`src/mixer_pkg.sv`:
```
// ====================
// audio side definitions for the matrix mixer
// sample and coefficient formats, channel counts, saturation limits
// ====================
`default_nettype none

package mixer_pkg;

	// ====================
	// sample format
	localparam int sample_width = 24;
	typedef logic signed [sample_width-1:0] sample_t;

	// clip limits, full scale either way
	localparam sample_t sample_max = {1'b0, {(sample_width-1){1'b1}}};
	localparam sample_t sample_min = {1'b1, {(sample_width-1){1'b0}}};

	// ====================
	// coefficients, signed 4.12 fixed point
	localparam int coeff_width = 16;
	typedef logic signed [coeff_width-1:0] coeff_t;
	localparam int coeff_frac = 12;
	localparam coeff_t coeff_unity = 16'h1000;   // 1.0

	// channel counts, cut down from the six-way board mixer
	localparam int num_inputs  = 2;   // alpha, beta
	localparam int num_outputs = 2;   // dac alpha, dac beta

	// intermediate widths of the mix datapath
	localparam int prod_width   = sample_width + coeff_width;   // one sample times coeff
	localparam int sum_width    = prod_width + 1;               // two products added
	localparam int scaled_width = sum_width + coeff_width;      // after the output gain

endpackage

`default_nettype wire

```
`src/mix_channel.sv`:
```
// ====================
// one stereo side of the mixer, combinational
// weighted sum of alpha and beta, output gain, saturate to 24 bits
// ====================
`default_nettype none

module mix_channel (
	input  mixer_pkg::sample_t sample_alpha,
	input  mixer_pkg::sample_t sample_beta,
	input  mixer_pkg::coeff_t  coeff_alpha,
	input  mixer_pkg::coeff_t  coeff_beta,
	input  mixer_pkg::coeff_t  gain,
	output mixer_pkg::sample_t result,
	output logic               clip
);
	import mixer_pkg::*;

	logic signed [prod_width-1:0]   prod_alpha;
	logic signed [prod_width-1:0]   prod_beta;
	logic signed [sum_width-1:0]    sum_full;
	logic signed [sum_width-1:0]    sum_scaled;
	logic signed [scaled_width-1:0] gained;
	logic signed [scaled_width-1:0] gained_scaled;

	always_comb
	begin
		// ====================
		// input weighting
		prod_alpha = prod_width'(sample_alpha) * prod_width'(coeff_alpha);
		prod_beta  = prod_width'(sample_beta) * prod_width'(coeff_beta);
		sum_full   = sum_width'(prod_alpha) + sum_width'(prod_beta);   // no overflow here
		sum_scaled = sum_full >>> coeff_frac;   // back to sample scale

		// output gain, same 4.12 format
		gained        = scaled_width'(sum_scaled) * scaled_width'(gain);
		gained_scaled = gained >>> coeff_frac;

		// ====================
		// saturation
		if (gained_scaled > scaled_width'(sample_max))
		begin
			result = sample_max;
			clip   = 1'b1;
		end
		else if (gained_scaled < scaled_width'(sample_min))
		begin
			result = sample_min;
			clip   = 1'b1;
		end
		else
		begin
			result = gained_scaled[sample_width-1:0];   // fits, plain truncate
			clip   = 1'b0;
		end
	end

endmodule

`default_nettype wire

```
`config.mk`:
```
export PLATFORM = sky130hd
export DESIGN_NAME = mix_channel
export DESIGN_NICKNAME = d
export VERILOG_FILES = /design/src/mixer_pkg.sv /design/src/mix_channel.sv
export SDC_FILE = /design/constraint.sdc
export NUM_CORES = 2
export LEC_CHECK = 0
export BUFFER_PORTS_ARGS = -buffer_cell sky130_fd_sc_hd__buf_2
export CAP_MARGIN = 20
export CORE_MARGIN = 1.5
export CORE_UTILIZATION = 35
export DETAILED_ROUTE_END_ITERATION = 8
export PLACE_DENSITY_LB_ADDON = 0.15
export RECOVER_POWER = 100
export SLEW_MARGIN = 20
export SYNTH_ARGS = -nofsm -noshare
export SYNTH_HDL_FRONTEND = slang
export SYNTH_SLANG_ARGS = --single-unit
export TNS_END_PERCENT = 50
```
`constraint.sdc`:
```
create_clock -name vclk -period 45.9
set_input_delay 9.18 -clock vclk [all_inputs]
set_output_delay 9.18 -clock vclk [all_outputs]
set_load 0.02 [all_outputs]
```
# Yosys cells after proc, flatten, opt, wreduce, memory -nomap -nowiden
# Index checks and enable logic that the tools add are counted.
dict set report totals {
  in_bits 96
  register_bits 0
  out_inout_bits 25
  wordCells 10
}
dict set report op_classes {
  order_cmp 2
  mul 3
  add_sub_neg 1
  muxes 4
}
# operator count
set ops {}
lappend ops {{24-bit by 16-bit multiplier with 40-bit output} 2}
lappend ops {{24-bit 2-to-1 mux} 2}
lappend ops {{29-bit by 16-bit multiplier with 45-bit output} 1}
lappend ops {{40-bit by 40-bit adder with 41-bit output} 1}
lappend ops {{33-bit by 24-bit > comparator with 1-bit output (second input constant)} 1}
lappend ops {{33-bit by 24-bit less-than comparator with 1-bit output (second input constant)} 1}
lappend ops {{1-bit 2-to-1 mux} 2}

# Logic depth before layout (Yosys ltp)
dict set report depth {
  depth_word 6
  mapped_depth 58
  mapped_depth_nobuf 54
}

# Worst setup path before layout
# OpenSTA, ideal clock, no wires.
dict set report synth_timing {
  path_type {input to output}
  start {input port sample_alpha[9]}
  end {output port result[19]}
  path_stages 50
  path_buffers 4
  setup_slack_ps 13473
  required_time_ps 36720
  arrival_time_ps 23247
  path_cell_list {clkbuf_1 > nand2_1 > fa_1 > inv_1 > fa_1 > inv_1 > fa_1 > fa_1 > inv_1 > fa_1 > fa_1 > fa_1 > fa_1 > ha_1 > and3_1 > a221o_1 > a22o_1 > o21ai_1 > [14 not listed] > fa_1 > inv_1 > fa_1 > inv_1 > ha_1 > clkbuf_1 > nand4_1 > or3_1 > o22a_1 > a211o_1 > o211ai_4 > o31a_1 > nor3_1 > or4_4 > nor4b_4 > a21oi_2 > buf_6 > o21ai_2}
}
dict set report synth_via {
  elab_chain_len 6
  word_cells_on_any_way 7
  classes_between {add/sub (1); mul (2); order compare (2); mux (2)}
}
# item line
set synth_lines {}
lappend synth_lines {{start, declared} mix_channel.sv:8} ;# input mixer_pkg::sample_t sample_alpha,
lappend synth_lines {{24-bit by 16-bit multiplier with 40-bit output *} mix_channel.sv:29} ;# prod_alpha = prod_width'(sample_alpha) * prod_width'(coeff_alpha);
lappend synth_lines {{40-bit by 40-bit adder with 41-bit output *} mix_channel.sv:31} ;# sum_full = sum_width'(prod_alpha) + sum_width'(prod_beta);
lappend synth_lines {{29-bit by 16-bit multiplier with 45-bit output *} mix_channel.sv:35} ;# gained = scaled_width'(sum_scaled) * scaled_width'(gain);
lappend synth_lines {{33-bit by 24-bit less-than comparator with 1-bit output} mix_channel.sv:45} ;# else if (gained_scaled < scaled_width'(sample_min))
lappend synth_lines {{24-bit 2-to-1 mux} mix_channel.sv:45}
lappend synth_lines {{24-bit 2-to-1 mux *} mix_channel.sv:40} ;# if (gained_scaled > scaled_width'(sample_max))
lappend synth_lines {{end, declared} mix_channel.sv:13} ;# output mixer_pkg::sample_t result,
# Mark *: on every way between the ends. The rest lies on a longest branch, timed or not.

# Worst setup path in the final report
dict set report layout_timing {
  start {input port coeff_alpha[2]}
  end {output port result[13]}
}
dict set report layout_via {
  elab_chain_len 6
  word_cells_on_any_way 7
  classes_between {add/sub (1); mul (2); order compare (2); mux (2)}
}
# item line
set layout_lines {}
lappend layout_lines {{start, declared} mix_channel.sv:10} ;# input mixer_pkg::coeff_t coeff_alpha,
lappend layout_lines {{24-bit by 16-bit multiplier with 40-bit output *} mix_channel.sv:29}
lappend layout_lines {{40-bit by 40-bit adder with 41-bit output *} mix_channel.sv:31}
lappend layout_lines {{29-bit by 16-bit multiplier with 45-bit output *} mix_channel.sv:35}
lappend layout_lines {{33-bit by 24-bit less-than comparator with 1-bit output} mix_channel.sv:45}
lappend layout_lines {{24-bit 2-to-1 mux} mix_channel.sv:45}
lappend layout_lines {{24-bit 2-to-1 mux *} mix_channel.sv:40}
# Marked as above.

==> impl_results.html <==
<table>
<tr><th>Metric</th><th>Value</th></tr>
<tr><th colspan="2">Place</th></tr>
<tr><td>Placed wire-length estimate</td><td>104000 µm</td></tr>
<tr><td>Placed Instances</td><td>6397</td></tr>
<tr><td>Number of port buffers</td><td>121</td></tr>
<tr><td>Final weighted congestion of routability-driven global placement</td><td>0.833</td></tr>
<tr><th colspan="2">Critical path</th></tr>
<tr><td>Worst-path cell with the longest stage delay</td><td>xor2_1</td></tr>
<tr><td>Worst setup EP type</td><td>primary output</td></tr>
<tr><td>Arrival time of the worst setup path</td><td>26.57 ns</td></tr>
<tr><td>Data required time of the worst path</td><td>36.72 ns</td></tr>
<tr><td>Classification of the worst setup path</td><td>in -&gt; out</td></tr>
<tr><td>Buffer and inverter count on the worst path</td><td>9</td></tr>
<tr><td>Most common cell type on the critical path</td><td>fa_1</td></tr>
<tr><td>Startpoint types</td><td>primary input</td></tr>
<tr><td>Peak per-stage delay on the critical path</td><td>1.13 ns</td></tr>
<tr><td>Top fanout value on the critical path</td><td>24</td></tr>
<tr><td>Family of cells with the greatest summed delay on the critical path</td><td>adder cells</td></tr>
<tr><th colspan="2">Routing</th></tr>
<tr><td>Vias per Instance</td><td>4.60</td></tr>
<tr><td>Detailed Route Iter0 Violations</td><td>1210</td></tr>
<tr><td>WL final</td><td>118000 µm</td></tr>
<tr><td>ANT nets after route</td><td>0</td></tr>
<tr><td>DRC violation count after routing</td><td>0</td></tr>
<tr><td>Detailed Routing Iterations Pass 1</td><td>5</td></tr>
<tr><td>Total via count in the routed design</td><td>29400</td></tr>
<tr><td>Routed WL per cell</td><td>18.5 µm</td></tr>
<tr><th colspan="2">Finish</th></tr>
<tr><td>Synth-to-Final Area Change</td><td>4.78%</td></tr>
<tr><td>Fraction of layout cells with a size suffix above 1</td><td>3.63%</td></tr>
<tr><td>CLK BUF</td><td>0</td></tr>
<tr><td>Count of flip-flops and latches</td><td>0</td></tr>
<tr><td>Flip-flop and latch area</td><td>0 µm²</td></tr>
<tr><td>Final standard cell count with taps included and fillers excluded</td><td>6399</td></tr>
<tr><td>Core Util, Final</td><td>37.1%</td></tr>
<tr><td>Number of inserted filler cells in the final layout</td><td>12800</td></tr>
<tr><td>Area taken by multi-input logic gates</td><td>38000 µm²</td></tr>
<tr><td>Post-layout net count</td><td>6392</td></tr>
<tr><th colspan="2">Timing</th></tr>
<tr><td>RSZ-0062 raised after global routing</td><td>false</td></tr>
<tr><td>Final setup viols</td><td>0</td></tr>
<tr><td>Slew headroom</td><td>2.32%</td></tr>
<tr><td>Sum of negative setup slack</td><td>0 ns</td></tr>
<tr><td>Max Clock Freq</td><td>28.0 MHz</td></tr>
<tr><td>Transition time at the pin with the least slew margin</td><td>1.46 ns</td></tr>
<tr><td>Final worst path period share</td><td>77.9%</td></tr>
<tr><td>Final Max Slew Viols</td><td>0</td></tr>
<tr><td>Final period demand of the worst path</td><td>35.75 ns</td></tr>
<tr><td>Number of hold violations in the final report</td><td>0</td></tr>
<tr><th colspan="2">GRT</th></tr>
<tr><td>Wire length of the first global-routing pass</td><td>191000 µm</td></tr>
<tr><td>Final global-route overflow total</td><td>0</td></tr>
<tr><td>Maximum number of pins on one net before global-route repair</td><td>31</td></tr>
<tr><td>Vias in the first global route</td><td>32700</td></tr>
<tr><td>Initial antenna violation count</td><td>8</td></tr>
<tr><td>Total routing usage reported by global routing</td><td>19.2%</td></tr>
<tr><th colspan="2">Floorplan</th></tr>
<tr><td>Initial cell density of the core</td><td>35.4%</td></tr>
<tr><td>Die height</td><td>357 µm</td></tr>
<tr><td>Number of core rows</td><td>129</td></tr>
<tr><td>Die outline area</td><td>128000 µm²</td></tr>
<tr><td>Die X-Extent</td><td>357 µm</td></tr>
<tr><td>Number of I/O pins</td><td>121</td></tr>
<tr><td>Area of the core region</td><td>124000 µm²</td></tr>
<tr><th colspan="2">Synth</th></tr>
<tr><td>Post-synth top area share</td><td>57.5%</td></tr>
<tr><td>Commonest cells post-synth</td><td>inv_1, fa_1, nand2_1</td></tr>
<tr><td>Number of warnings issued by yosys</td><td>0</td></tr>
<tr><td>Number of nets produced by synthesis</td><td>6443</td></tr>
<tr><td>Mean instance size in the synthesized netlist</td><td>9.12 µm²</td></tr>
<tr><td>Post-synthesis instance area</td><td>43900 µm²</td></tr>
<tr><td>Biggest area consumer among synthesized cells</td><td>fa_1</td></tr>
<tr><td>Sequential cell area fraction in the yosys report</td><td>0%</td></tr>
<tr><td>Most area-consuming cells after synthesis</td><td>fa_1, inv_1, and2_1, ha_1, nand2_1</td></tr>
<tr><td>Count of cell types in the netlist</td><td>71</td></tr>
<tr><td>Cell with the most instances after synthesis</td><td>inv_1</td></tr>
<tr><td>Synthesized netlist cell count</td><td>4813</td></tr>
<tr><th colspan="2">Hold path</th></tr>
<tr><td>Endpoint of the worst hold-timing path</td><td>result[0]</td></tr>
<tr><td>Instance count along the most critical hold path</td><td>11</td></tr>
<tr><td>Hold crit path type</td><td>in -&gt; out</td></tr>
<tr><td>Hold wc startpoint</td><td>gain[0]</td></tr>
<tr><th colspan="2">Run</th></tr>
<tr><td>Number of max-cap violations</td><td>0</td></tr>
<tr><th colspan="2">Run status</th></tr>
<tr><td>Status</td><td>completed</td></tr>
<tr><th colspan="2">Clock network</th></tr>
<tr><td>Post-CTS setup-driven buffer insertion count</td><td>0</td></tr>
<tr><td>Post-cts sizing count</td><td>0</td></tr>
<tr><td>CTS Hold Bufs</td><td>0</td></tr>
</table>
[cell usage in the layout (no fill, tap or decap), types with 17 or more instances in the layout]
master,n
buf_2,108
a21oi_2,17
nor2_1,82
nor2b_1,23
buf_4,29
o21ai_0,34
xor2_1,17
xnor2_1,66
fa_1,1260
inv_1,1358
nand2_1,643
nand2b_1,20
a21o_1,37
ha_1,274
a21oi_1,62
and2_1,559
[kinds of logic after synthesis]
family                     after synthesis  share of synthesized area (%)
AOI/OAI and AO/OA                      232                           3.68
adders and majority gates             1534                           65.3
and+or+nand+nor                       1391                           15.7
buffers and inverters                 1562                           13.4
xor gates and xnor gates                90                           1.81
muxes                                    4                         0.0941
[through the flow]
step	setup WS [ns]	hold slack, ns	instance area [µm²]
4_1_cts	11.74	19.93	46000
3_5_place_dp	11.74	19.93	46000
5_1_grt	8.84	20.09	46000
6_report	10.15	19.94	46000
2_1_floorplan	13.47	19.11	43900
3_3_place_gp	11.89	19.93	46000
[tightest hold or removal path, delay by kind of cell]
kind | cells | cell delay, ns
buf+inv | 3 | 0.48
simple gates | 6 | 0.85
xor+xnor | 1 | 0.17
compound gates | 1 | 0.07
[worst max-delay path by stage]
stage / from / to / slack (ns) / cells after the start
finish: coeff_alpha[2] / result[13] / 10.15 / 49
global route: coeff_alpha[2] / result[13] / 8.84 / 49
floorplan: sample_alpha[9] / result[19] / 13.47 / 50
detailed placement: coeff_alpha[2] / result[13] / 11.74 / 51
global placement: coeff_alpha[2] / result[14] / 11.89 / 51
CTS: coeff_alpha[2] / result[13] / 11.74 / 51
[layout make-up]
| class | count | area share, % |
|---|---|---|
| multi-input combinational | 3251 | 82.7 |
| inverter | 1358 | 11.1 |
| tap | 1637 | 4.45 |
| timing repair buffer | 151 | 1.76 |
| antenna | 2 | 0.0109 |
[metal layers]
layer / track usage, % / vias to the layer above / routed length (µm)
met2: 31.2 / 466 / 52900
met1: 29.1 / 15400 / 59800
li1: - / 13400 / -
met3: 1.78 / 54 / 4580
met5: 0 / - / 94
met4: 1.00 / 16 / 746
