File: config.mk
export PLATFORM = sky130hd
export DESIGN_NAME = coeff_bank
export DESIGN_NICKNAME = d
export VERILOG_FILES = /design/src/mixer_pkg.sv /design/src/mixer_ctrl_pkg.sv /design/src/coeff_bank.sv
export SDC_FILE = /design/constraint.sdc
export NUM_CORES = 1
export LEC_CHECK = 0
export BUFFER_PORTS_ARGS = -buffer_cell sky130_fd_sc_hd__buf_2
export CAP_MARGIN = 10
export CORE_MARGIN = 2
export CORE_UTILIZATION = 50
export DETAILED_ROUTE_END_ITERATION = 10
export GPL_ROUTABILITY_DRIVEN = 0
export PLACE_DENSITY_LB_ADDON = 0.08
export RECOVER_POWER = 50
export REMOVE_ABC_BUFFERS = 1
export SLEW_MARGIN = 20
export SYNTH_ARGS = -nofsm -noshare
export SYNTH_HDL_FRONTEND = slang
export SYNTH_SLANG_ARGS = --single-unit
File: constraint.sdc
create_clock -name CLOCK_50 -period 2.05 [get_ports CLOCK_50]
set_input_delay 0.5125 -clock CLOCK_50 [delete_from_list [all_inputs] [get_ports CLOCK_50]]
set_output_delay 0.5125 -clock CLOCK_50 [all_outputs]
set_load 0.01 [all_outputs]
File: src/mixer_pkg.sv
// ====================
// audio side definitions for the matrix mixer
// sample and coefficient formats, channel counts, saturation limits
// ====================
`default_nettype none

package mixer_pkg;

	// ====================
	// sample format
	localparam int sample_width = 24;
	typedef logic signed [sample_width-1:0] sample_t;

	// clip limits, full scale either way
	localparam sample_t sample_max = {1'b0, {(sample_width-1){1'b1}}};
	localparam sample_t sample_min = {1'b1, {(sample_width-1){1'b0}}};

	// ====================
	// coefficients, signed 4.12 fixed point
	localparam int coeff_width = 16;
	typedef logic signed [coeff_width-1:0] coeff_t;
	localparam int coeff_frac = 12;
	localparam coeff_t coeff_unity = 16'h1000;   // 1.0

	// channel counts, cut down from the six-way board mixer
	localparam int num_inputs  = 2;   // alpha, beta
	localparam int num_outputs = 2;   // dac alpha, dac beta

	// intermediate widths of the mix datapath
	localparam int prod_width   = sample_width + coeff_width;   // one sample times coeff
	localparam int sum_width    = prod_width + 1;               // two products added
	localparam int scaled_width = sum_width + coeff_width;      // after the output gain

endpackage

`default_nettype wire

File: src/mixer_ctrl_pkg.sv
// ====================
// control side definitions for the matrix mixer
// sequencer states, output ids, command word layout, bus width
// ====================
`default_nettype none

package mixer_ctrl_pkg;

	// frame sequencer states
	typedef enum logic [1:0] {
		s_idle,
		s_select,
		s_frame_out,
		s_cleanup
	} seq_state_t;

	// output ids, same width as the command output field
	typedef enum logic [3:0] {
		dac_alpha = 4'd0,
		dac_beta  = 4'd1
	} output_id_t;

	localparam int wb_width = 32;

	// ====================
	// command word fields
	localparam int cmd_out_msb = 31;   // output address
	localparam int cmd_out_lsb = 28;
	localparam int cmd_in_msb  = 27;   // input address
	localparam int cmd_in_lsb  = 24;
	localparam int cmd_val_msb = 23;   // signed value
	localparam int cmd_val_lsb = 8;

	localparam logic [3:0] gain_addr = 4'hF;   // input addr of the output gain
	localparam int frame_cycles = 5;           // busy window after frame accept

endpackage

`default_nettype wire

File: src/coeff_bank.sv
// ====================
// coefficient store, one input set and one gain per output
// resets to straight routing, read out for the selected output
// ====================
`default_nettype none

module coeff_bank (
	input  logic                       CLOCK_50,
	input  logic                       rst,
	input  logic                       cmd_write,
	input  logic [3:0]                 cmd_out_addr,
	input  logic [3:0]                 cmd_in_addr,
	input  mixer_pkg::coeff_t          cmd_value,
	input  mixer_ctrl_pkg::output_id_t config_id,
	output mixer_pkg::coeff_t          coeff_alpha,
	output mixer_pkg::coeff_t          coeff_beta,
	output mixer_pkg::coeff_t          gain
);
	import mixer_pkg::*;
	import mixer_ctrl_pkg::*;

	coeff_t coef_q [num_outputs][num_inputs];   // [output][input]
	coeff_t gain_q [num_outputs];

	logic                           out_ok;
	logic                           in_ok;
	logic                           is_gain;
	logic [$clog2(num_outputs)-1:0] wr_out;
	logic [$clog2(num_inputs)-1:0]  wr_in;
	logic [$clog2(num_outputs)-1:0] rd_out;

	// address checks, bad commands change nothing
	assign is_gain = (cmd_in_addr == gain_addr);
	assign out_ok  = int'(cmd_out_addr) < num_outputs;
	assign in_ok   = int'(cmd_in_addr) < num_inputs;
	assign wr_out  = cmd_out_addr[$clog2(num_outputs)-1:0];
	assign wr_in   = cmd_in_addr[$clog2(num_inputs)-1:0];

	always_ff @(posedge CLOCK_50)
	begin
		if (rst)
		begin
			for (int o = 0; o < num_outputs; o++)
			begin
				gain_q[o] <= coeff_unity;
				for (int i = 0; i < num_inputs; i++)
					coef_q[o][i] <= (o == i) ? coeff_unity : '0;   // own input only
			end
		end
		else if (cmd_write && out_ok)
		begin
			if (is_gain)
				gain_q[wr_out] <= cmd_value;
			else if (in_ok)
				coef_q[wr_out][wr_in] <= cmd_value;
		end
	end

	// read side, input 0 is alpha, input 1 is beta
	assign rd_out      = config_id[$clog2(num_outputs)-1:0];
	assign coeff_alpha = coef_q[rd_out][0];
	assign coeff_beta  = coef_q[rd_out][1];
	assign gain        = gain_q[rd_out];

	// sequencer must only ever select an existing output
	cfg_valid: assert property (@(posedge CLOCK_50) disable iff (rst)
		int'(config_id) < num_outputs);

endmodule

`default_nettype wire

### Word level (Yosys, flattened, before mapping)

Memories as Yosys holds them, arrays and structs flattened.
Index checks and enable logic that the tools add are counted.

| cells by class | value |
|---|---|
| reductions and logical operators | 4 |
| multiplexer cells | 19 |
| bitwise logic cells | 1 |
| equality and inequality tests | 1 |
| order comparisons | 4 |

Operator list:

| kind | count |
|---|---|
| 32-bit 2-to-1 mux | 3 |
| 16-bit 2-to-1 mux | 2 |
| 32-bit OR reduction | 1 |
| 16-bit demux with 1-bit select | 1 |
| 16-bit OR reduction | 1 |
| 1-bit 2-to-1 mux | 13 |
| 4-bit by 2-bit < comparator with 1-bit output (second input constant) | 2 |
| 4-bit == test (second input constant) | 1 |
| 2-bit >= comparator (second input constant) | 1 |
| 1-bit logical AND | 2 |
| 2-bit by 1-bit < comparator with 1-bit output (second input constant) | 1 |
| 1-bit NOT with 2-bit output | 1 |

| word-level totals | value |
|---|---|
| flip-flop bits (word level) | 0 |
| input bits | 31 |
| memories kept | 2 |
| output and inout port bits | 48 |
| RAM bits | 96 |

Memory list:

| name | depth | width | rd ports | clocked after Yosys merged registers in | wr ports | RTL line | text |
|---|---|---|---|---|---|---|---|
| coef_q | 2 | 32 | 1 | 0 | 2 | coeff_bank.sv:22 | `coeff_t coef_q [num_outputs][num_inputs];` |
| gain_q | 2 | 16 | 1 | 0 | 2 | coeff_bank.sv:23 | `coeff_t gain_q [num_outputs];` |

### Logic depth before layout (Yosys ltp)

Gate-level depths: netlist of the first run.

| depth | value |
|---|---|
| depth in word-level cells | 8 |
| gate-level depth with buffers | 4 |

### Worst setup path before layout of the first run

OpenSTA, ideal clock, no wires.

| timing path | value |
|---|---|
| path kind | input to register |
| start point | input port cmd_out_addr[2] |
| end point | memory coef_q[0][0] in the netlist's numbering, enable pin |
| path slack | -0.109 ns |
| arrival time | 1.825 ns |
| required time | 1.716 ns |
| stages on the path | 3 |
| setup time | 0.334 ns |
| cells stage by stage | or4_4 -> nor4b_4 -> or2_2 |

RTL lines:

| what | RTL line | text |
|---|---|---|
| start, declared | coeff_bank.sv:11 | `input logic [3:0] cmd_out_addr,` |
| end, declared | coeff_bank.sv:22 |  |

==> results.toml, run 1 <==
[worst_hold_path]
hold_path_depth = 2
worstHoldPathType = "primary input to flop"
holdPathEnd = "coef_q[1][29]"
min_from = "cmd_value[13]"

[final_layout]
nets = 397
fin_util_pct = 61.92
final_common_cell = "edfxtp_1"
areaGrowthSynthToFinish_pct = 19.43
drive_gt1_share_pct = 45.01
mostFrequentLayoutCells = "edfxtp_1, buf_2, and2_1"
antennaDiodeCount = 0
n_fill_cell = 655

[sta]
report.final.hold_viol_count = 0
period_share_pct = 93.58
grt_setup_unrepaired = "false"
drv_slew = 0
setup_viol = 0
hold_slack_ns = 0.4885
fin_crit_ns = 1.918
max_freq_mhz = 521.3
worst_pin_slew_ns = 0.3562
slew-limit-headroom_pct = 76.04

[drt]
avgRoutedWirePerCell_um = 17.70
top_layer = "met4"
drc = 0
wl_met2_um = 4028
via_count = 2449
vias_per_cell = 5.145
wl_met3_um = 291
drt-met1-wl_um = 3959
drt_iter0_drc = 65
routed_wl_um = 8423
drtAntennaViolNets = 0
dr.pass1.iters = 4

[yosys]
ys_ff_latch = 96
ys.warnings.count = 0
synth_cell_type_count = 18
netlist_area_um2 = 4282
synthMuxAreaShare_pct = 12.62
synth_edf_count = 96
yosys_most_used_dff = "edfxtp_1"
yosys.area_share.simple_pct = 18.50
ys_seq_area_share_pct = 67.33
synth_top_family_by_area = "simple AND/OR/NAND/NOR gates"
synthAdderAreaFrac_pct = 0
avgSynthCellArea_um2 = 15.98
synthCells = 268
synth-compound-area-share_pct = 0.2046
async_flop_share_pct = 0
synthXorXnorAreaFrac_pct = 0

[critical_path]
cp_cell_sequence = "buf_2 -> or4_1 -> nor4b_4 -> or2_2 -> buf_12"
cp_max_fo = 9
startpoint_type = "primary input"
required_ns = 2.13
end_kind = "flop"
critPathMaxStageDelay_ns = 0.70
crit_arrival_ns = 1.99
worstSetupPathType = "primary input to flop"
slowest_stage = "or4_1"

[pwr]
intPower_w = 0.002872
ir_drop_uv = 368.0
combPwrFrac_pct = 10.2
switching_share_pct = 23.20
pwr-share-seq_pct = 60.7
p_switching_w = 0.0008678
power.static_leakage_nw = 1.923
p_per_area_nw_per_um2 = 731.4
clock_power_share_pct = 29.1

[floorplanning]
initial_utilization_pct = 51.85
die_area_um2 = 9319
placementRows = 33
coreArea_um2 = 8258
die_y_um = 96.54
io_pins = 79
dieWidth_um = 96.54

[grt]
grt_pass1_wl_um = 12880
globalRouteOverflowTotal = 0
grt_max_degree = 29
grt_usage_pct = 19.65
grt_pass1_vias = 2416
antenna_found_initial = 0

[flow_run]
cap_viol_max_count = 0

[clock_tree]
cts.sinks = 96
cts_resized = 0
ctsHoldBuffers = 0
cts_tree = "yes"
cts_setup_buffers = 0
clockBufferDepth = 2
cts.clk_slew.worst_paths_ns = 0.09
numCtsBuffers = 9
htreeDepth = 3
root_buffer = "clkbuf_8"

[placed_design]
hpwlAfterDp_um = 5503
place.port_buffers = 75

[outcome]
status = "finished, final reports clean"
## per-layer routing
metal | up-vias | GRT usage, %
met5 | - | 0
met4 | 0 | 7.394
met3 | 10 | 3.646
met2 | 52 | 31.83
met1 | 1224 | 26.60
li1 | 1163 | -
## flip-flops by register name (all words and copies together) (netlist names)
name	cells
coef_q	64
gain_q	32
## power groups by stage
stage	clock (W)	combinational, W	sequential, W
after global placement	0	0.000391	0.00231
after detailed placement	0	0.000395	0.00232
final	0.00109	0.000380	0.00227
after global routing	0.00121	0.000415	0.00228
after CTS	0.00113	0.000397	0.00227
after floorplan	0	0.000173	0.00231
## synthesized netlist by cell type, types with 2 or more instances
library cell | count | area [um2]
mux2_2 | 48 | 540.5
or4b_4 | 2 | 27.53
buf_2 | 4 | 20.02
nor4_4 | 4 | 85.08
or2_2 | 5 | 31.28
nand2b_1 | 3 | 18.77
and2_1 | 92 | 575.6
edfxtp_1 | 96 | 2883
clkbuf_1 | 4 | 15.01
buf_1 | 2 | 7.510
## kinds of logic after synthesis
family          count (synthesis)
compound gates                  1
flops                          96
buf+inv                        12
mux                            48
simple gates                  111
## stage by stage
stage	setup slack (ns)	setup TNS, ns	std cells	area (um2)	power, W
floorplan	-0.2242	-15.93	257	4228	0.002481
global placement	-0.09399	-3.797	460	5007	0.002701
detailed placement	-0.1138	-5.005	460	5007	0.002712
CTS	0.1487	0	476	5177	0.003795
global route	0.07144	0	476	5114	0.003906
finish	0.1316	0	476	5114	0.003740
## critical path: cells and delay by family
| family | cells | cell delay, ns |
|---|---|---|
| buffers and inverters | 2 | 0.25 |
| AND/OR/NAND/NOR | 3 | 1.23 |
## how the worst max path moves through the flow
stage	slack, ns	from	end	cells past startpoint
final	0.13	cmd_out_addr[2]	coef_q[0][3]	5
after global routing	0.07	cmd_out_addr[2]	gain_q[1][6]	5
after CTS	0.15	config_id[0]	gain[8]	4
after detailed placement	-0.11	cmd_out_addr[2]	coef_q[0][1]	5
after global placement	-0.09	cmd_out_addr[2]	coef_q[0][13]	5
after floorplan	-0.22	cmd_out_addr[2]	coef_q[0][0]	3
## layout make-up
| cell class | count | area [um2] | share of cell area, % |
|---|---|---|---|
| Clock buffer | 9 | 123.9 | 2.422 |
| Clock inverter | 7 | 46.29 | 0.9053 |
| Tap cell | 105 | 131.4 | 2.569 |
| Inverter | 1 | 3.754 | 0.07340 |
| Multi-Input combinational cell | 160 | 1305 | 25.52 |
| Sequential cell | 96 | 2883 | 56.37 |
| Timing Repair Buffer | 98 | 620.6 | 12.14 |
Note: power is estimated with default switching activity, not from simulation.
==> run 2, diff against run 1 <==
--- a/config.mk
+++ b/config.mk
@@ -5,12 +5,13 @@
 export SDC_FILE = /design/constraint.sdc
 export NUM_CORES = 1
 export LEC_CHECK = 0
-export BUFFER_PORTS_ARGS = -buffer_cell sky130_fd_sc_hd__buf_2
 export CAP_MARGIN = 10
 export CORE_MARGIN = 2
-export CORE_UTILIZATION = 50
+export CORE_UTILIZATION = 57
 export DETAILED_ROUTE_END_ITERATION = 10
+export DONT_BUFFER_PORTS = 1
 export GPL_ROUTABILITY_DRIVEN = 0
+export MAX_ROUTING_LAYER = met4
 export PLACE_DENSITY_LB_ADDON = 0.08
 export RECOVER_POWER = 50
 export REMOVE_ABC_BUFFERS = 1
==> run 2 against run 1 <==
Via count fell by 10%. Worst setup slack improved by 0.12 ns. Design area is 7.7% lower. Worst hold slack got worse by 0.15 ns. Clock power rose by 6%. Routed wire length is 6.2% lower. Critical endpoint is now gain_q[0][12]. Highest routed layer unchanged.
==> results.toml, run 2 (synthesis results as in run 1) <==
[sta]
drv_slew = 0
setup_viol = 0
worst_pin_slew_ns = 0.3911
report.final.hold_viol_count = 0
slew-limit-headroom_pct = 73.93
max_freq_mhz = 556.6
period_share_pct = 87.65
grt_setup_unrepaired = "false"
fin_ws_ns = 0.2532
fin_crit_ns = 1.797

[drt]
wl_met3_um = 487
dr.pass1.iters = 4
drt-met1-wl_um = 3482
wl_met2_um = 3830
top_layer = "met4"
vias_per_cell = 5.681
drc = 0
via_count = 2193
drt_iter0_drc = 84
routed_wl_um = 7900
drtAntennaViolNets = 0
avgRoutedWirePerCell_um = 20.47

[final_layout]
nets = 314
areaGrowthSynthToFinish_pct = 10.20
top_register = "coef_q"
drive_gt1_share_pct = 14.29
fin_util_pct = 65.05
antennaDiodeCount = 0
mostFrequentLayoutCells = "edfxtp_1, and2_1, mux2_1"
n_fill_cell = 530
largest_reg_flops = 64
reg_top3 = "coef_q (64), gain_q (32)"
final_common_cell = "edfxtp_1"

[floorplanning]
die_y_um = 90.67
placementRows = 31
coreArea_um2 = 7253
io_pins = 79
initial_utilization_pct = 59.03
dieWidth_um = 90.67
die_area_um2 = 8221

[critical_path]
required_ns = 2.14
worstSetupPathType = "primary input to flop"
end_kind = "flop"
critPathBufInv = 1
crit_arrival_ns = 1.89
cp_cell_sequence = "or4b_4 -> nor4_1 -> clkbuf_2 -> nand2b_1"
slowest_stage = "or4b_4"
cp_max_fo = 16
startpoint_type = "primary input"
cp_top_family = "simple AND/OR/NAND/NOR gates"
critPathMaxStageDelay_ns = 0.52

[worst_hold_path]
worstHoldPathType = "primary input to flop"
holdPathEnd = "gain_q[1][12]"
min_from = "cmd_value[12]"
hold_path_depth = 1

[outcome]
status = "finished, final reports clean"

[grt]
grt_usage_pct = 20.98
grt_max_degree = 49
antenna_found_initial = 0
grt_pass1_wl_um = 12280
globalRouteOverflowTotal = 0
grt_pass1_vias = 2243

[clock_tree]
cts.clk_slew.worst_paths_ns = 0.08
htreeDepth = 3
clockBufferDepth = 2
cts_tree = "yes"
cts.sinks = 96
cts_resized = 0
cts_setup_buffers = 0
root_buffer = "clkbuf_8"
ctsHoldBuffers = 0
numCtsBuffers = 9

[placed_design]
hpwlAfterDp_um = 4811
dp_slack_ns = -0.01657
place.port_buffers = 0

[flow_run]
cap_viol_max_count = 0

[pwr]
p_per_area_nw_per_um2 = 774.4
power.static_leakage_nw = 1.631
ir_drop_uv = 350.4
[run 2: layout make-up]
class	count	area (um2)	share of cell area (%)
sequential	96	2883	61.10
multi-input combinational	160	1309	27.74
timing repair buffer	15	215.2	4.561
clock buffer	9	123.9	2.625
tap	99	123.9	2.625
clock inverter	6	60.06	1.273
inverter	1	3.754	0.07955
[run 2: worst max-delay path by stage]
stage,startpoint,to,cells after the start
after floorplan,cmd_out_addr[2],coef_q[0][0],3
after global placement,cmd_out_addr[2],coef_q[0][10],4
after detailed placement,cmd_out_addr[2],coef_q[0][9],4
after CTS,cmd_out_addr[2],coef_q[0][5],4
after global routing,cmd_out_addr[2],gain_q[1][12],4
final,cmd_out_addr[2],gain_q[0][12],4
[run 2: routing by layer]
layer / GRT usage, % / vias up
li1: - / 1002
met1: 26.72 / 1111
met2: 32.52 / 72
met3: 5.676 / 8
met4: 7.949 / 0
met5: - / -
[run 2: stage by stage]
stage | total power [W] | hold slack (ns) | area [um2] | instances | TNS [ns]
floorplan | 0.002481 | 0.6903 | 4228 | 257 | -15.93
global placement | 0.002564 | 0.6922 | 4577 | 371 | 0
detailed placement | 0.002572 | 0.6955 | 4577 | 371 | -0.1600
CTS | 0.003709 | 0.3271 | 4761 | 386 | 0
global route | 0.003770 | 0.3369 | 4718 | 386 | 0
finish | 0.003654 | 0.3432 | 4718 | 386 | 0
[run 2: power by group]
group          total, W  leakage [nW]  switching [W]  internal [W]
combinational  0.000229         0.623       0.000132     0.0000974
clock           0.00115        0.0945       0.000601      0.000553
sequential      0.00227         0.914      0.0000219       0.00225
==> run 3, diff against run 2 <==
--- a/config.mk
+++ b/config.mk
@@ -8,6 +8,7 @@
 export CAP_MARGIN = 10
 export CORE_MARGIN = 2
 export CORE_UTILIZATION = 57
+export CTS_BUF_LIST = sky130_fd_sc_hd__clkbuf_16
 export DETAILED_ROUTE_END_ITERATION = 10
 export DONT_BUFFER_PORTS = 1
 export GPL_ROUTABILITY_DRIVEN = 0
==> run 3 against run 2 <==
Cell count unchanged. Global-route usage about the same. Via count increased by 0.14%. Sequential share of layout area decreased by 1.3 points. Critical path depth unchanged. Fmax decreased by 0.98%. Critical endpoint unchanged. Total power increased by 12%. Design area increased by 2.1%. Sequential power about the same. Highest routed layer unchanged.
==> results.toml, run 3 (synthesis results as in run 1) <==
[critical_path]
crit_arrival_ns = 1.89
critPathMaxStageDelay_ns = 0.52
worstSetupPathType = "primary input to flop"
cp_max_fo = 16
required_ns = 2.13
slowest_stage = "or4b_4"
end_kind = "flop"
cp_top_family = "simple AND/OR/NAND/NOR gates"
startpoint_type = "primary input"
cp_cell_sequence = "or4b_4 -> nor4_1 -> clkbuf_2 -> nand2b_1"
critPathBufInv = 1

[pwr]
ir_drop_uv = 487.3
intPower_w = 0.003281
combPwrFrac_pct = 5.6
p_per_area_nw_per_um2 = 849.1
switching_share_pct = 19.77
power.static_leakage_nw = 1.678
pwr-share-seq_pct = 55.6
p_switching_w = 0.0008088
clock_power_share_pct = 38.9

[final_layout]
n_fill_cell = 520
drive_gt1_share_pct = 13.94
reg_top3 = "coef_q (64), gain_q (32)"
final_common_cell = "edfxtp_1"
mostFrequentLayoutCells = "edfxtp_1, and2_1, mux2_1"
nets = 314
largest_reg_flops = 64
areaGrowthSynthToFinish_pct = 12.51
top_register = "coef_q"
antennaDiodeCount = 0

[drt]
top_layer = "met4"
routed_wl_um = 7914
dr.pass1.iters = 4
via_count = 2196
wl_met3_um = 546
vias_per_cell = 5.689
avgRoutedWirePerCell_um = 20.50
drt_iter0_drc = 115
wl_met2_um = 3816
drt-met1-wl_um = 3456
drtAntennaViolNets = 0
drc = 0

[grt]
globalRouteOverflowTotal = 0
grt_max_degree = 49
grt_usage_pct = 21.02
grt_pass1_vias = 2247
grt_pass1_wl_um = 12290
antenna_found_initial = 0

[clock_tree]
ctsHoldBuffers = 0
numCtsBuffers = 9
htreeDepth = 3
root_buffer = "clkbuf_16"
cts.sinks = 96
cts_tree = "yes"
clockBufferDepth = 2
cts_resized = 0
cts_setup_buffers = 0
cts.clk_slew.worst_paths_ns = 0.06

[sta]
fin_crit_ns = 1.815
max_freq_mhz = 551.1
finalSetupTns_ns = 0
period_share_pct = 88.51
slew-limit-headroom_pct = 73.26
setup_viol = 0
fin_ws_ns = 0.2355
grt_setup_unrepaired = "false"
worst_pin_slew_ns = 0.4011
drv_slew = 0
report.final.hold_viol_count = 0

[placed_design]
hpwlAfterDp_um = 4811
place.port_buffers = 0
dp_slack_ns = -0.01657

[outcome]
status = "finished, final reports clean"

[floorplanning]
die_area_um2 = 8221
die_y_um = 90.67
io_pins = 79
placementRows = 31
dieWidth_um = 90.67
coreArea_um2 = 7253
initial_utilization_pct = 59.03

[worst_hold_path]
worstHoldPathType = "primary input to flop"

[flow_run]
cap_viol_max_count = 0
==> run 3: cell count changes in the layout (fill, tap and decap cells not counted), sizes merged <==
cell,before,now
clkbuf,13,14
buf,11,10
==> run 3: per-stage QoR <==
step	util [%]	power [W]	hold WS, ns	cells	cell area, um2
floorplan	-	0.002481	0.6903	257	4228
global placement	63.10	0.002564	0.6922	371	4577
detailed placement	63.10	0.002572	0.6955	371	4577
CTS	67.03	0.004136	0.3519	386	4862
global route	66.41	0.004207	0.3553	386	4817
finish	66.41	0.004090	0.3574	386	4817
==> run 3: final cells by class <==
class	instances	area (um2)	share of cell area, %
Inverter	1	3.754	0.07792
Timing Repair Buffer	15	212.7	4.416
Sequential cell	96	2883	59.84
Multi-Input combinational cell	160	1309	27.17
Clock inverter	6	60.06	1.247
Tap cell	99	123.9	2.571
Clock buffer	9	225.2	4.675
==> run 3: power by group through the flow <==
stage               sequential, W  clock [W]  combinational [W]
finish                    0.00227    0.00159           0.000228
global route              0.00228    0.00168           0.000244
CTS                       0.00227    0.00161           0.000257
detailed placement        0.00232          0           0.000256
global placement          0.00231          0           0.000255
floorplan                 0.00231          0           0.000173
==> run 3: final timing paths <==
path	from	end	slack, ns	cells after the start
min	cmd_value[12]	gain_q[0][12]	0.36	1
max	cmd_out_addr[2]	gain_q[0][12]	0.24	4
==> run 3: layer usage <==
layer | global-route usage (%) | up-vias
met3 | 6.511 | 9
met1 | 26.95 | 1112
met2 | 31.97 | 73
li1 | - | 1002
met4 | 7.564 | 0
met5 | - | -
