File: config.mk
export PLATFORM = sky130hd
export DESIGN_NAME = coeff_cmd_slave
export DESIGN_NICKNAME = d
export VERILOG_FILES = /design/src/mixer_pkg.sv /design/src/mixer_ctrl_pkg.sv /design/src/coeff_cmd_slave.sv
export SDC_FILE = /design/constraint.sdc
export NUM_CORES = 1
export LEC_CHECK = 0
export ABC_CLOCK_PERIOD_IN_PS = 2190
export BUFFER_PORTS_ARGS = -buffer_cell sky130_fd_sc_hd__buf_2
export CAP_MARGIN = 5
export CORE_MARGIN = 5
export CORE_UTILIZATION = 45
export CTS_BUF_LIST = sky130_fd_sc_hd__clkbuf_4 sky130_fd_sc_hd__clkbuf_8 sky130_fd_sc_hd__clkbuf_16
export DETAILED_ROUTE_END_ITERATION = 8
export PLACE_DENSITY = 0.85
export SKIP_LAST_GASP = 1
export SLEW_MARGIN = 15
export SYNTH_ARGS = -nofsm -noshare
export SYNTH_HDL_FRONTEND = slang
export SYNTH_SLANG_ARGS = --single-unit
File: constraint.sdc
create_clock -name CLOCK_50 -period 2.19 [get_ports CLOCK_50]
set_input_delay 0.3285 -clock CLOCK_50 [delete_from_list [all_inputs] [get_ports CLOCK_50]]
set_output_delay 0.3285 -clock CLOCK_50 [all_outputs]
set_load 0.02 [all_outputs]
File: src/mixer_pkg.sv
// ====================
// audio side definitions for the matrix mixer
// sample and coefficient formats, channel counts, saturation limits
// ====================
`default_nettype none

package mixer_pkg;

	// ====================
	// sample format
	localparam int sample_width = 24;
	typedef logic signed [sample_width-1:0] sample_t;

	// clip limits, full scale either way
	localparam sample_t sample_max = {1'b0, {(sample_width-1){1'b1}}};
	localparam sample_t sample_min = {1'b1, {(sample_width-1){1'b0}}};

	// ====================
	// coefficients, signed 4.12 fixed point
	localparam int coeff_width = 16;
	typedef logic signed [coeff_width-1:0] coeff_t;
	localparam int coeff_frac = 12;
	localparam coeff_t coeff_unity = 16'h1000;   // 1.0

	// channel counts, cut down from the six-way board mixer
	localparam int num_inputs  = 2;   // alpha, beta
	localparam int num_outputs = 2;   // dac alpha, dac beta

	// intermediate widths of the mix datapath
	localparam int prod_width   = sample_width + coeff_width;   // one sample times coeff
	localparam int sum_width    = prod_width + 1;               // two products added
	localparam int scaled_width = sum_width + coeff_width;      // after the output gain

endpackage

`default_nettype wire

File: src/mixer_ctrl_pkg.sv
// ====================
// control side definitions for the matrix mixer
// sequencer states, output ids, command word layout, bus width
// ====================
`default_nettype none

package mixer_ctrl_pkg;

	// frame sequencer states
	typedef enum logic [1:0] {
		s_idle,
		s_select,
		s_frame_out,
		s_cleanup
	} seq_state_t;

	// output ids, same width as the command output field
	typedef enum logic [3:0] {
		dac_alpha = 4'd0,
		dac_beta  = 4'd1
	} output_id_t;

	localparam int wb_width = 32;

	// ====================
	// command word fields
	localparam int cmd_out_msb = 31;   // output address
	localparam int cmd_out_lsb = 28;
	localparam int cmd_in_msb  = 27;   // input address
	localparam int cmd_in_lsb  = 24;
	localparam int cmd_val_msb = 23;   // signed value
	localparam int cmd_val_lsb = 8;

	localparam logic [3:0] gain_addr = 4'hF;   // input addr of the output gain
	localparam int frame_cycles = 5;           // busy window after frame accept

endpackage

`default_nettype wire

File: src/coeff_cmd_slave.sv
// ====================
// wishbone classic slave taking coefficient command words
// one register, no address lines; acks are held off during a frame
// ====================
`default_nettype none

module coeff_cmd_slave (
	input  logic                                 CLOCK_50,
	input  logic                                 rst,
	input  logic                                 wb_cyc,
	input  logic                                 wb_stb,
	input  logic                                 wb_we,
	input  logic [mixer_ctrl_pkg::wb_width-1:0]  wb_dat_i,
	output logic [mixer_ctrl_pkg::wb_width-1:0]  wb_dat_o,
	output logic                                 wb_ack,
	input  logic                                 frame_busy,
	output logic                                 cmd_write,
	output logic [3:0]                           cmd_out_addr,
	output logic [3:0]                           cmd_in_addr,
	output mixer_pkg::coeff_t                    cmd_value
);
	import mixer_ctrl_pkg::*;

	logic [wb_width-1:0] last_cmd;   // readback copy
	logic                req_ok;

	// live request, not in the ack cycle, sequencer not busy
	assign req_ok = wb_cyc && wb_stb && !wb_ack && !frame_busy;

	// bank takes the write on the same edge the ack rises
	assign cmd_write    = req_ok && wb_we;
	assign cmd_out_addr = wb_dat_i[cmd_out_msb:cmd_out_lsb];
	assign cmd_in_addr  = wb_dat_i[cmd_in_msb:cmd_in_lsb];
	assign cmd_value    = wb_dat_i[cmd_val_msb:cmd_val_lsb];
	assign wb_dat_o     = last_cmd;

	always_ff @(posedge CLOCK_50)
	begin
		if (rst)
		begin
			wb_ack   <= 1'b0;
			last_cmd <= '0;
		end
		else
		begin
			wb_ack <= req_ok;   // single cycle pulse
			if (cmd_write)
				last_cmd <= wb_dat_i;   // kept even if the address is bad
		end
	end

	// ====================
	ack_single: assert property (@(posedge CLOCK_50) disable iff (rst) wb_ack |=> !wb_ack);
	// no ack may start while the sequencer holds a frame
	ack_not_busy: assert property (@(posedge CLOCK_50) disable iff (rst)
		$rose(wb_ack) |-> !$past(frame_busy));

endmodule

`default_nettype wire

### Yosys cells after proc, flatten, opt, wreduce, memory -nomap -nowiden

Index checks and enable logic that the tools add are counted.

| word-level totals | value |
|---|---|
| input port bits | 38 |
| output and inout port bits | 58 |
| word-level logic and storage cells | 8 |
| bits in registers | 33 |

| cells by class | value |
|---|---|
| reduce and logical (&&, ||, !) cells | 6 |

Operators with widths:

| operator | number |
|---|---|
| logical AND 1 bit | 4 |
| zero test 1 bit | 2 |

### Depth between registers and ports, before layout

Gate-level depths: netlist (run 1).

| depth | value |
|---|---|
| word-level depth | 4 |
| gate-level depth with buffers | 5 |
| mapped depth without buffers | 3 |

### Least setup slack after synthesis (run 1)

Ideal clock, no wire load.

| path | value |
|---|---|
| path type | flip-flop to output port |
| start point | reg wb_ack |
| end point | out cmd_write |
| stages on the path, launching flop included | 4 |
| path slack | 870 ps |
| required time | 1862 ps |
| arrival | 991 ps |
| buffers on the path | 2 |
| cell sequence | dfxtp_1 > nor4b_2 > buf_6 > buf_12 |

| between the ends | value |
|---|---|
| word-level cells in the longest chain between the ends | 4 |

RTL lines:

| what | RTL line | RTL |
|---|---|---|
| start, declared | coeff_cmd_slave.sv:15 | `output logic wb_ack,` |
| start signal, assigned | coeff_cmd_slave.sv:46 | `wb_ack <= req_ok;` |
| zero test 1 bit | coeff_cmd_slave.sv:28 | `assign req_ok = wb_cyc && wb_stb && !wb_ack && !frame_busy;` |
| logical AND 1 bit (2 in a row) | coeff_cmd_slave.sv:28 |  |
| logical AND 1 bit | coeff_cmd_slave.sv:31 | `assign cmd_write = req_ok && wb_we;` |
| end, declared | coeff_cmd_slave.sv:17 | `output logic cmd_write,` |

No other way between the ends.

### Worst setup path after layout (run 1)

Same ends and word-level chain as after synthesis.

==> summary.txt, run 1 <==
Place
  • Placed cells: 277
  • Port Buf Inserts: 95
  • Post-DP HPWL: between 2000 and 3000 µm
  • Pre-CTS WS: around 0.75 ns
  • GP Congestion: between 0.6 and 0.7

Critical path
  • CP Capture Point: cmd_write
  • Reg-to-reg setup timing slack: around 0.9 ns
  • CP Max Fanout: 3
  • Critical path required time: around 1.9 ns
  • CP Launch Type: register
  • CP bufs+invs: 1
  • Max incr delay on CP: 0.34 ns
  • Worst path slowest cell: dfxtp_1
  • CP endpoint kind: output pin
  • Arrival time worst endpoint: ~1.2 ns
  • Crit-path leading delay family: flip-flops
  • WS Path Type: register to output pin
  • Critical R2R Launch: wb_ack
  • Worst path depth: 2
  • R2r endpoint: wb_dat_o[7]
  • Worst R2R Path Depth: 3
  • Launch point of the worst path: wb_ack
  • Sequence of cells on the critical path: nor4b_4 > buf_2

Synth
  • Synth unique cells: 10
  • Syn_area_per_cell: just over 10 µm²
  • Post-Syn Area: between 1500 and 2000 µm²
  • Count leader, synth: nand2b_1
  • EDFF count, synth: 0
  • Synth Instances: about 170
  • Async SR Flop Fraction: 0
  • Register area share after synthesis: 0.3923
  • Post-synth top area cell: dfxtp_1
  • Main flop type after synthesis: dfxtp_1
  • Synth top area cells: dfxtp_1 (39%), nand2b_1 (24%), mux2i_1 (19%)
  • Most frequent cells after synthesis: nand2b_1 (64), dfxtp_1 (33), mux2i_1 (32)
  • Post-synth top area share: 0.3923
  • Syn_nets: between 200 and 250
  • Synth Warn #: 0
  • #FFs+latches synth: 33

GRT
  • Initial antenna violation count: 0
  • Grt ovf: 0
  • Largest net degree at the start of global routing: between 60 and 70
  • First-pass GRT wire length: about 5300 µm
  • GRT Overall Usage: 0.1283
  • Vias in the first global route: roughly 1200

Floorplan
  • Die X: about 71 µm
  • FP Rows: 22
  • Die area: 5066 µm²
  • I/O pins: 96
  • Core area: between 3000 and 4000 µm²
  • Starting Density: 0.4635
  • Die Y-Extent: around 71 µm

Timing
  • Final worst slack: roughly 0.71 ns
  • Clock skew: around 0.0038 ns
  • Worst-Margin Slew: around 0.73 ns
  • Worst slew margin: 0.5141
  • RSZ-0062 raised after global routing: false
  • Final period util: 0.6759
  • Crit path time final: between 1 and 1.5 ns
  • Fmax: around 680 MHz
  • Max Slew Vio Count: 0
  • Final hold vios: 0
  • Final setup vio count: 0
  • Setup TNS: 0 ns

CTS
  • Cts repair resizes: 0
  • CTS tree: done
  • Clk root buf: clkbuf_8
  • Worst-path clk slew: around 0.060 ns
  • Hold-fix buffer count after cts: 0
  • H-tree depth: 2
  • Setup bufs post-CTS: 0
  • CTS Sinks: 33
  • CTS Buffer Depth: 2
  • Clk_lat worst skew: between 0.2 and 0.3 ns
  • CTS Buf Count: 5

Final layout
  • Fin util: 0.5689
  • Final nets: approximately 270
  • Area Overhead vs Synth: 22.73%
  • Finished Layout Cells: between 200 and 300
  • # diodes: 0
  • Fraction of layout cells with a size suffix above 1: 0.4473

Drt
  • Post-route ant nets: 0
  • Starting DRT DRC Count: 45
  • DRC Markers: 0
  • First-pass DRT Iterations: 4
  • Drt via density: 4.365
  • DR vias: 1244
  • Drt wl/cell: ~11 µm
  • Final wirelength: approximately 3300 µm

Status
  • Outcome: finished clean

Pwr
  • Share of power burned in the clock network: 0.379
  • Sw frac: 0.2462
  • P per Cell Area: between 600 and 700 nW/µm²
  • Total Power: around 1.3 mW
  • Lkg Pwr: between 0.9 and 1 nW
  • Internal: around 1000 µW
  • Comb power frac: 0.146
  • Reg power frac: 0.476
  • Maximum vdd drop: 0.3484 mV
  • P_sw: 320.8 µW

Min path
  • Worst Hold Class: input pin to register

Flow run
  • Max-Cap Viols: 0
-- power by group through the flow --
| stage | Clock, mW | Combinational (mW) | Sequential [mW] |
|---|---|---|---|
| 6_report | 0.493 | 0.190 | 0.620 |
| 2_1_floorplan | 0 | 0.133 | 0.649 |
| 3_3_place_gp | 0 | 0.190 | 0.633 |
| 5_1_grt | 0.533 | 0.207 | 0.621 |
| 4_1_cts | 0.511 | 0.193 | 0.620 |
| 3_5_place_dp | 0 | 0.193 | 0.633 |
-- cell type report --
cell class	count	area, µm²
Clock buffer	7	96.34
Clock inverter	1	5.005
Fill cell	340	1567
Multi-Input combinational cell	99	754.5
Sequential cell	33	660.6
Tap cell	48	60.06
Timing Repair Buffer	97	490.5
-- state kept, by name, indices dropped and copies added (netlist names) --
name / count
wb_dat_o: 32
wb_ack: 1
-- worst register-to-register path: stages, from the launching register on --
cell and delay, ns:
dfxtp_1 0.34, nor4b_4 0.31, buf_4 0.35, mux2i_1 0.24
-- worst min-delay path by stage --
stage / from / to / slack, ns / cells after the start
2_1_floorplan: frame_busy / wb_ack / 0.41 / 1
3_3_place_gp: wb_dat_o[17] / wb_dat_o[17] / 0.46 / 2
3_5_place_dp: wb_dat_o[31] / wb_dat_o[31] / 0.46 / 2
4_1_cts: frame_busy / wb_ack / 0.26 / 2
5_1_grt: frame_busy / wb_ack / 0.26 / 2
6_report: frame_busy / wb_ack / 0.27 / 2
-- per-layer routing --
layer	routed length, µm	vias up	share of wire	track usage
met5	0	-	0	0
met4	27	0	0.0083	0.04384
met3	267	2	0.082	0.04403
met2	1635	48	0.50	0.2337
met1	1336	549	0.41	0.1363
li1	-	645	-	-
-- cells in the final DEF (no fill, tap or decap) --
| cell type | synthesis | routed |
|---|---|---|
| buf_4 | 24 | 2 |
| nand2_1 | 1 | 1 |
| nor4b_4 | 0 | 1 |
| clkinv_2 | 0 | 1 |
| nand2b_1 | 64 | 64 |
| clkbuf_8 | 0 | 7 |
| mux2i_1 | 32 | 32 |
| dfxtp_1 | 33 | 33 |
| nor4_1 | 1 | 1 |
| buf_2 | 0 | 95 |
-- per-stage QoR --
stage,hold slack (ns),instance area (µm²)
6_report,0.2669,2067
5_1_grt,0.2559,2067
4_1_cts,0.2557,2067
3_5_place_dp,0.4618,1966
3_3_place_gp,0.4556,1966
2_1_floorplan,0.4070,1684
-- kinds of logic after synthesis --
| logic type | share of synthesized area |
|---|---|
| buf+inv | 0.1649 |
| flops | 0.3923 |
| mux | 0.1902 |
| simple gates | 0.2526 |
Power figures use the tool's default switching activity.
==> inputs of run 2 (changes only) <==
--- a/config.mk
+++ b/config.mk
@@ -5,14 +5,14 @@
 export SDC_FILE = /design/constraint.sdc
 export NUM_CORES = 1
 export LEC_CHECK = 0
-export ABC_CLOCK_PERIOD_IN_PS = 2190
+export ABC_CLOCK_PERIOD_IN_PS = 1210
 export BUFFER_PORTS_ARGS = -buffer_cell sky130_fd_sc_hd__buf_2
 export CAP_MARGIN = 5
 export CORE_MARGIN = 5
-export CORE_UTILIZATION = 45
+export CORE_UTILIZATION = 39
 export CTS_BUF_LIST = sky130_fd_sc_hd__clkbuf_4 sky130_fd_sc_hd__clkbuf_8 sky130_fd_sc_hd__clkbuf_16
 export DETAILED_ROUTE_END_ITERATION = 8
-export PLACE_DENSITY = 0.85
+export PLACE_DENSITY = 0.78
 export SKIP_LAST_GASP = 1
 export SLEW_MARGIN = 15
 export SYNTH_ARGS = -nofsm -noshare
==> constraint.sdc (replaced) <==
create_clock -name CLOCK_50 -period 1.21 [get_ports CLOCK_50]
set_input_delay 0.1815 -clock CLOCK_50 [delete_from_list [all_inputs] [get_ports CLOCK_50]]
set_output_delay 0.1815 -clock CLOCK_50 [all_outputs]
set_load 0.02 [all_outputs]
==> summary.txt, run 2 (synthesis gave the netlist of run 1 again) <==
Final layout
  • Final nets: between 200 and 300
  • Area Overhead vs Synth: 32.47%
  • Commonest non-fill, non-tap cells in the layout: buf_2 (94), nand2b_1 (64), dfxtp_1 (32), mux2i_1 (31), clkbuf_8 (5)
  • # diodes: 0
  • Most common cell after layout, fill and taps aside: buf_2
  • Fin util: 0.5459
  • Max reg flops: 32
  • FF/Latch Area: about 660 µm²
  • # fillers: between 300 and 400
  • Multi-input gate area: 758.2 µm²
  • Fraction of layout cells with a size suffix above 1: 0.4756

Timing
  • Worst slew margin: 0.4941
  • Crit path time final: between 1 and 1.5 ns
  • Max Slew Vio Count: 0
  • Worst-Margin Slew: ~0.76 ns
  • Final hold vios: 0
  • Final hold slack: 0.1154 ns
  • Final worst slack: -0.1384 ns
  • RSZ-0062 raised after global routing: true
  • Final period util: 1.114
  • Clock skew: between 0.005 and 0.006 ns
  • Fmax: roughly 740 MHz
  • Final setup vio count: 29

Critical path
  • R2r endpoint: wb_dat_o[6]
  • CP Max Fanout: 3
  • Critical path required time: 1.03 ns
  • WS Path Type: register to output pin
  • CP Launch Type: register
  • CP endpoint kind: output pin
  • Max incr delay on CP: 0.33 ns
  • Worst R2R Path Depth: 5
  • Reg-to-reg setup timing slack: -0.12 ns
  • Sequence of cells on the critical path: nor4b_4 > buf_12 > buf_8
  • Arrival time worst endpoint: 1.17 ns
  • Worst path slowest cell: dfxtp_2
  • Critical R2R Launch: wb_ack

Pwr
  • Maximum vdd drop: 0.6095 mV
  • P per Cell Area: between 1000 and 1500 nW/µm²
  • Total Power: 2.301 mW
  • Lkg Pwr: roughly 1.0 nW

Place
  • GP Congestion: 0.6731
  • Post-DP HPWL: ~2700 µm
  • Port Buf Inserts: 95
  • Pre-CTS WS: -0.07077 ns

Min path
  • HP Start: frame_busy
  • Worst Hold Class: input pin to register
  • Hold depth: 2
  • Hold endpoint: wb_ack

Drt
  • Post-route ant nets: 0
  • Final wirelength: between 3000 and 4000 µm
  • DR vias: about 1300
  • Drt via density: around 4.4
  • Drt wl/cell: ~13 µm
  • Starting DRT DRC Count: 17
  • DRC Markers: 0
  • First-pass DRT Iterations: 4

Floorplan
  • I/O pins: 96
  • FP Rows: 23
  • Die Y-Extent: 75.72 µm
  • Core area: slightly above 4000 µm²
  • Die area: 5733 µm²
  • Die X: roughly 76 µm
  • Starting Density: 0.4121

GRT
  • Initial antenna violation count: 0
  • Largest net degree at the start of global routing: 66
  • Grt ovf: 0
  • Vias in the first global route: 1318
  • GRT Overall Usage: 0.1334
  • First-pass GRT wire length: between 5000 and 6000 µm

CTS
  • CTS Buf Count: 5
  • CTS Buffer Depth: 2
  • CTS tree: done
  • Hold-fix buffer count after cts: 0
  • H-tree depth: 2
  • CTS Sinks: 33
  • Worst-path clk slew: ~0.06 ns
  • Clk_lat worst skew: around 0.28 ns
  • Clk root buf: clkbuf_8

Flow run
  • Max-Cap Viols: 0

Status
  • Failing checks: setup timing
  • Outcome: finished, violations left
run 2: final cells by class:
cell class	instances	area share
well taps	50	0.02804
flip-flops and latches	33	0.2967
multi-input cells	99	0.3399
clock inverters	2	0.004487
clock buffers	6	0.03421
repair buffers	106	0.2967
run 2: worst max path at each step:
stage	startpoint	endpoint
after floorplan	wb_ack	wb_dat_o[16]
after global routing	wb_ack	cmd_write
after CTS	wb_ack	cmd_write
after global placement	wb_ack	wb_dat_o[7]
final	wb_ack	cmd_write
after detailed placement	wb_ack	wb_dat_o[6]
run 2: routing by layer:
layer / share of wire / vias up / GRT usage
met5: 0 / - / 0
met4: 0.023 / 0 / 0.05049
met3: 0.083 / 8 / 0.04881
met2: 0.47 / 55 / 0.2339
met1: 0.42 / 587 / 0.1465
li1: - / 663 / -
run 2: critical path, delay by kind of cell (launching register included):
kind                   cells  cell delay, ns
buffers and inverters      2            0.26
flip-flops                 1            0.33
AND/OR/NAND/NOR            1            0.30
run 2: repair_timing:
action                     CTS  global route
resized for setup            9             1
hold endpoints to repair     0             0
setup endpoints to repair   26            31
buffers inserted             4             0
pin swaps                    1             0
gates cloned                 1             1
run 2: stage by stage:
stage | std cells | TNS (ns) | cell area (µm²)
2_1_floorplan | 167 | 0 | 1685
3_3_place_gp | 282 | -0.06672 | 2029
3_5_place_dp | 282 | -0.8021 | 2029
4_1_cts | 295 | -2.644 | 2202
5_1_grt | 296 | -4.094 | 2231
6_report | 296 | -2.407 | 2231
run 2: report_power, final:
group	total (mW)	internal, mW	switching, mW
Combinational	0.382	0.181	0.201
Sequential	1.12	1.11	0.0120
Clock	0.796	0.420	0.376
==> inputs of run 3 (changes only) <==
--- a/config.mk
+++ b/config.mk
@@ -13,6 +13,7 @@
 export CTS_BUF_LIST = sky130_fd_sc_hd__clkbuf_4 sky130_fd_sc_hd__clkbuf_8 sky130_fd_sc_hd__clkbuf_16
 export DETAILED_ROUTE_END_ITERATION = 8
 export PLACE_DENSITY = 0.78
+export RECOVER_POWER = 25
 export SKIP_LAST_GASP = 1
 export SLEW_MARGIN = 15
 export SYNTH_ARGS = -nofsm -noshare
==> summary.txt, run 3 (synthesis gave the netlist of run 1 again) <==
Status
  • Outcome: finished, violations left
  • Failing checks: setup timing

Flow run
  • Max-Cap Viols: 0

Critical path
  • WS Path Type: register to output pin
  • CP endpoint kind: output pin
  • Sequence of cells on the critical path: nor4b_4 > buf_12 > buf_8
  • Arrival time worst endpoint: around 1.2 ns
  • Worst path slowest cell: dfxtp_2
  • CP Max Fanout: 3
  • Critical path required time: approximately 1 ns
  • CP Launch Type: register
  • Max incr delay on CP: roughly 0.33 ns

Timing
  • Worst-Margin Slew: 0.7589 ns
  • Final period util: 1.114
  • Fmax: between 700 and 800 MHz
  • Final hold vios: 0
  • Crit path time final: approximately 1.3 ns
  • Max Slew Vio Count: 0
  • Worst slew margin: 0.4941
  • Final setup vio count: 29
  • RSZ-0062 raised after global routing: true
  • Clock skew: between 0.005 and 0.006 ns
  • Final worst slack: -0.1384 ns
  • Final hold slack: roughly 0.12 ns

Place
  • Pre-CTS WS: -0.07077 ns
  • Post-DP HPWL: ~2700 µm
  • Port Buf Inserts: 95
  • GP Congestion: ~0.67
  • Placed cells: 282

Final layout
  • FF/Latch Area: approximately 660 µm²
  • Final nets: 283
  • Area Overhead vs Synth: 31.43%
  • Commonest non-fill, non-tap cells in the layout: buf_2 (80), nand2b_1 (64), dfxtp_1 (32), mux2i_1 (31), clkbuf_1 (14)
  • Max reg flops: 32
  • Fraction of layout cells with a size suffix above 1: 0.4187
  • # fillers: 398
  • Fin util: 0.5416
  • Most common cell after layout, fill and taps aside: buf_2
  • Multi-input gate area: 758.2 µm²
  • Finished Layout Cells: 296
  • # diodes: 0

Min path
  • Worst Hold Class: input pin to register

Drt
  • First-pass DRT Iterations: 4
  • Post-route ant nets: 0
  • Starting DRT DRC Count: 18
  • Final wirelength: around 3800 µm
  • DR vias: between 1000 and 1500
  • Drt via density: between 4 and 5
  • Drt wl/cell: about 13 µm
  • DRC Markers: 0

GRT
  • Vias in the first global route: about 1300
  • GRT Overall Usage: 0.1334
  • Grt ovf: 0
  • First-pass GRT wire length: roughly 5800 µm
  • Initial antenna violation count: 0
  • Largest net degree at the start of global routing: 66

Floorplan
  • I/O pins: 96
  • Core area: about 4000 µm²
  • Die X: around 76 µm
  • FP Rows: 23
  • Starting Density: 0.4121
  • Die Y-Extent: around 76 µm
  • Die area: between 5000 and 6000 µm²

CTS
  • CTS Buf Count: 5
  • Hold-fix buffer count after cts: 0
  • CTS Sinks: 33
  • CTS tree: done
  • Clk_lat worst skew: 0.28 ns
  • CTS Buffer Depth: 2
  • Worst-path clk slew: ~0.060 ns
  • Clk root buf: clkbuf_8
  • H-tree depth: 2

Pwr
  • P per Cell Area: slightly above 1000 nW/µm²
  • Maximum vdd drop: about 0.61 mV
  • Total Power: between 2 and 2.5 mW
  • Lkg Pwr: 0.9952 nW
==> run 3: cell types whose count changed in the layout (fill, tap and decap cells not counted), sizes merged <==
cell	before	now
buf	105	91
clkbuf	7	21
==> run 3: where the power goes <==
part,switching [mW],internal (mW),total (mW)
clock network,0.376,0.420,0.797
logic,0.202,0.174,0.376
registers,0.0120,1.11,1.12
==> run 3: repair_timing <==
item                       4_1_cts  5_1_grt
setup buffers                    4        0
gates cloned                     1        1
setup endpoints to repair       26       31
pin swaps                        1        0
hold endpoints to repair         0        0
resized for setup                9        1
==> run 3: final timing paths <==
check / slack, ns / to / depth (start not counted) / from
setup reg to reg: -0.12 / wb_dat_o[6] / 5 / wb_ack
hold reg to reg: 0.47 / wb_dat_o[7] / 2 / wb_dat_o[7]
hold / removal: 0.12 / wb_ack / 2 / frame_busy
setup / recovery: -0.14 / cmd_write / 3 / wb_ack
==> run 3: per-layer routing <==
layer	vias to the layer above	GRT usage	routed length, µm
met4	0	0.05049	87
met1	585	0.1465	1578
met3	8	0.04881	312
li1	663	-	-
met5	-	0	0
met2	55	0.2339	1785
==> run 3: layout make-up <==
type / instances / area share
clock inverters: 2 / 0.004522
multi-input cells: 99 / 0.3426
repair buffers: 106 / 0.2911
clock buffers: 6 / 0.03448
flip-flops and latches: 33 / 0.2990
well taps: 50 / 0.02826
==> run 3: critical path, delay by kind of cell, from the launching register on <==
kind          cells  cell delay [ns]
buf+inv           2             0.26
simple gates      1             0.30
flops             1             0.33
==> run 3: metrics by stage <==
stage,setup TNS (ns),cell area [µm²]
final,-2.405,2213
after global routing,-4.094,2213
after CTS,-2.644,2202
after detailed placement,-0.8021,2029
after global placement,-0.06672,2029
after floorplan,0,1685
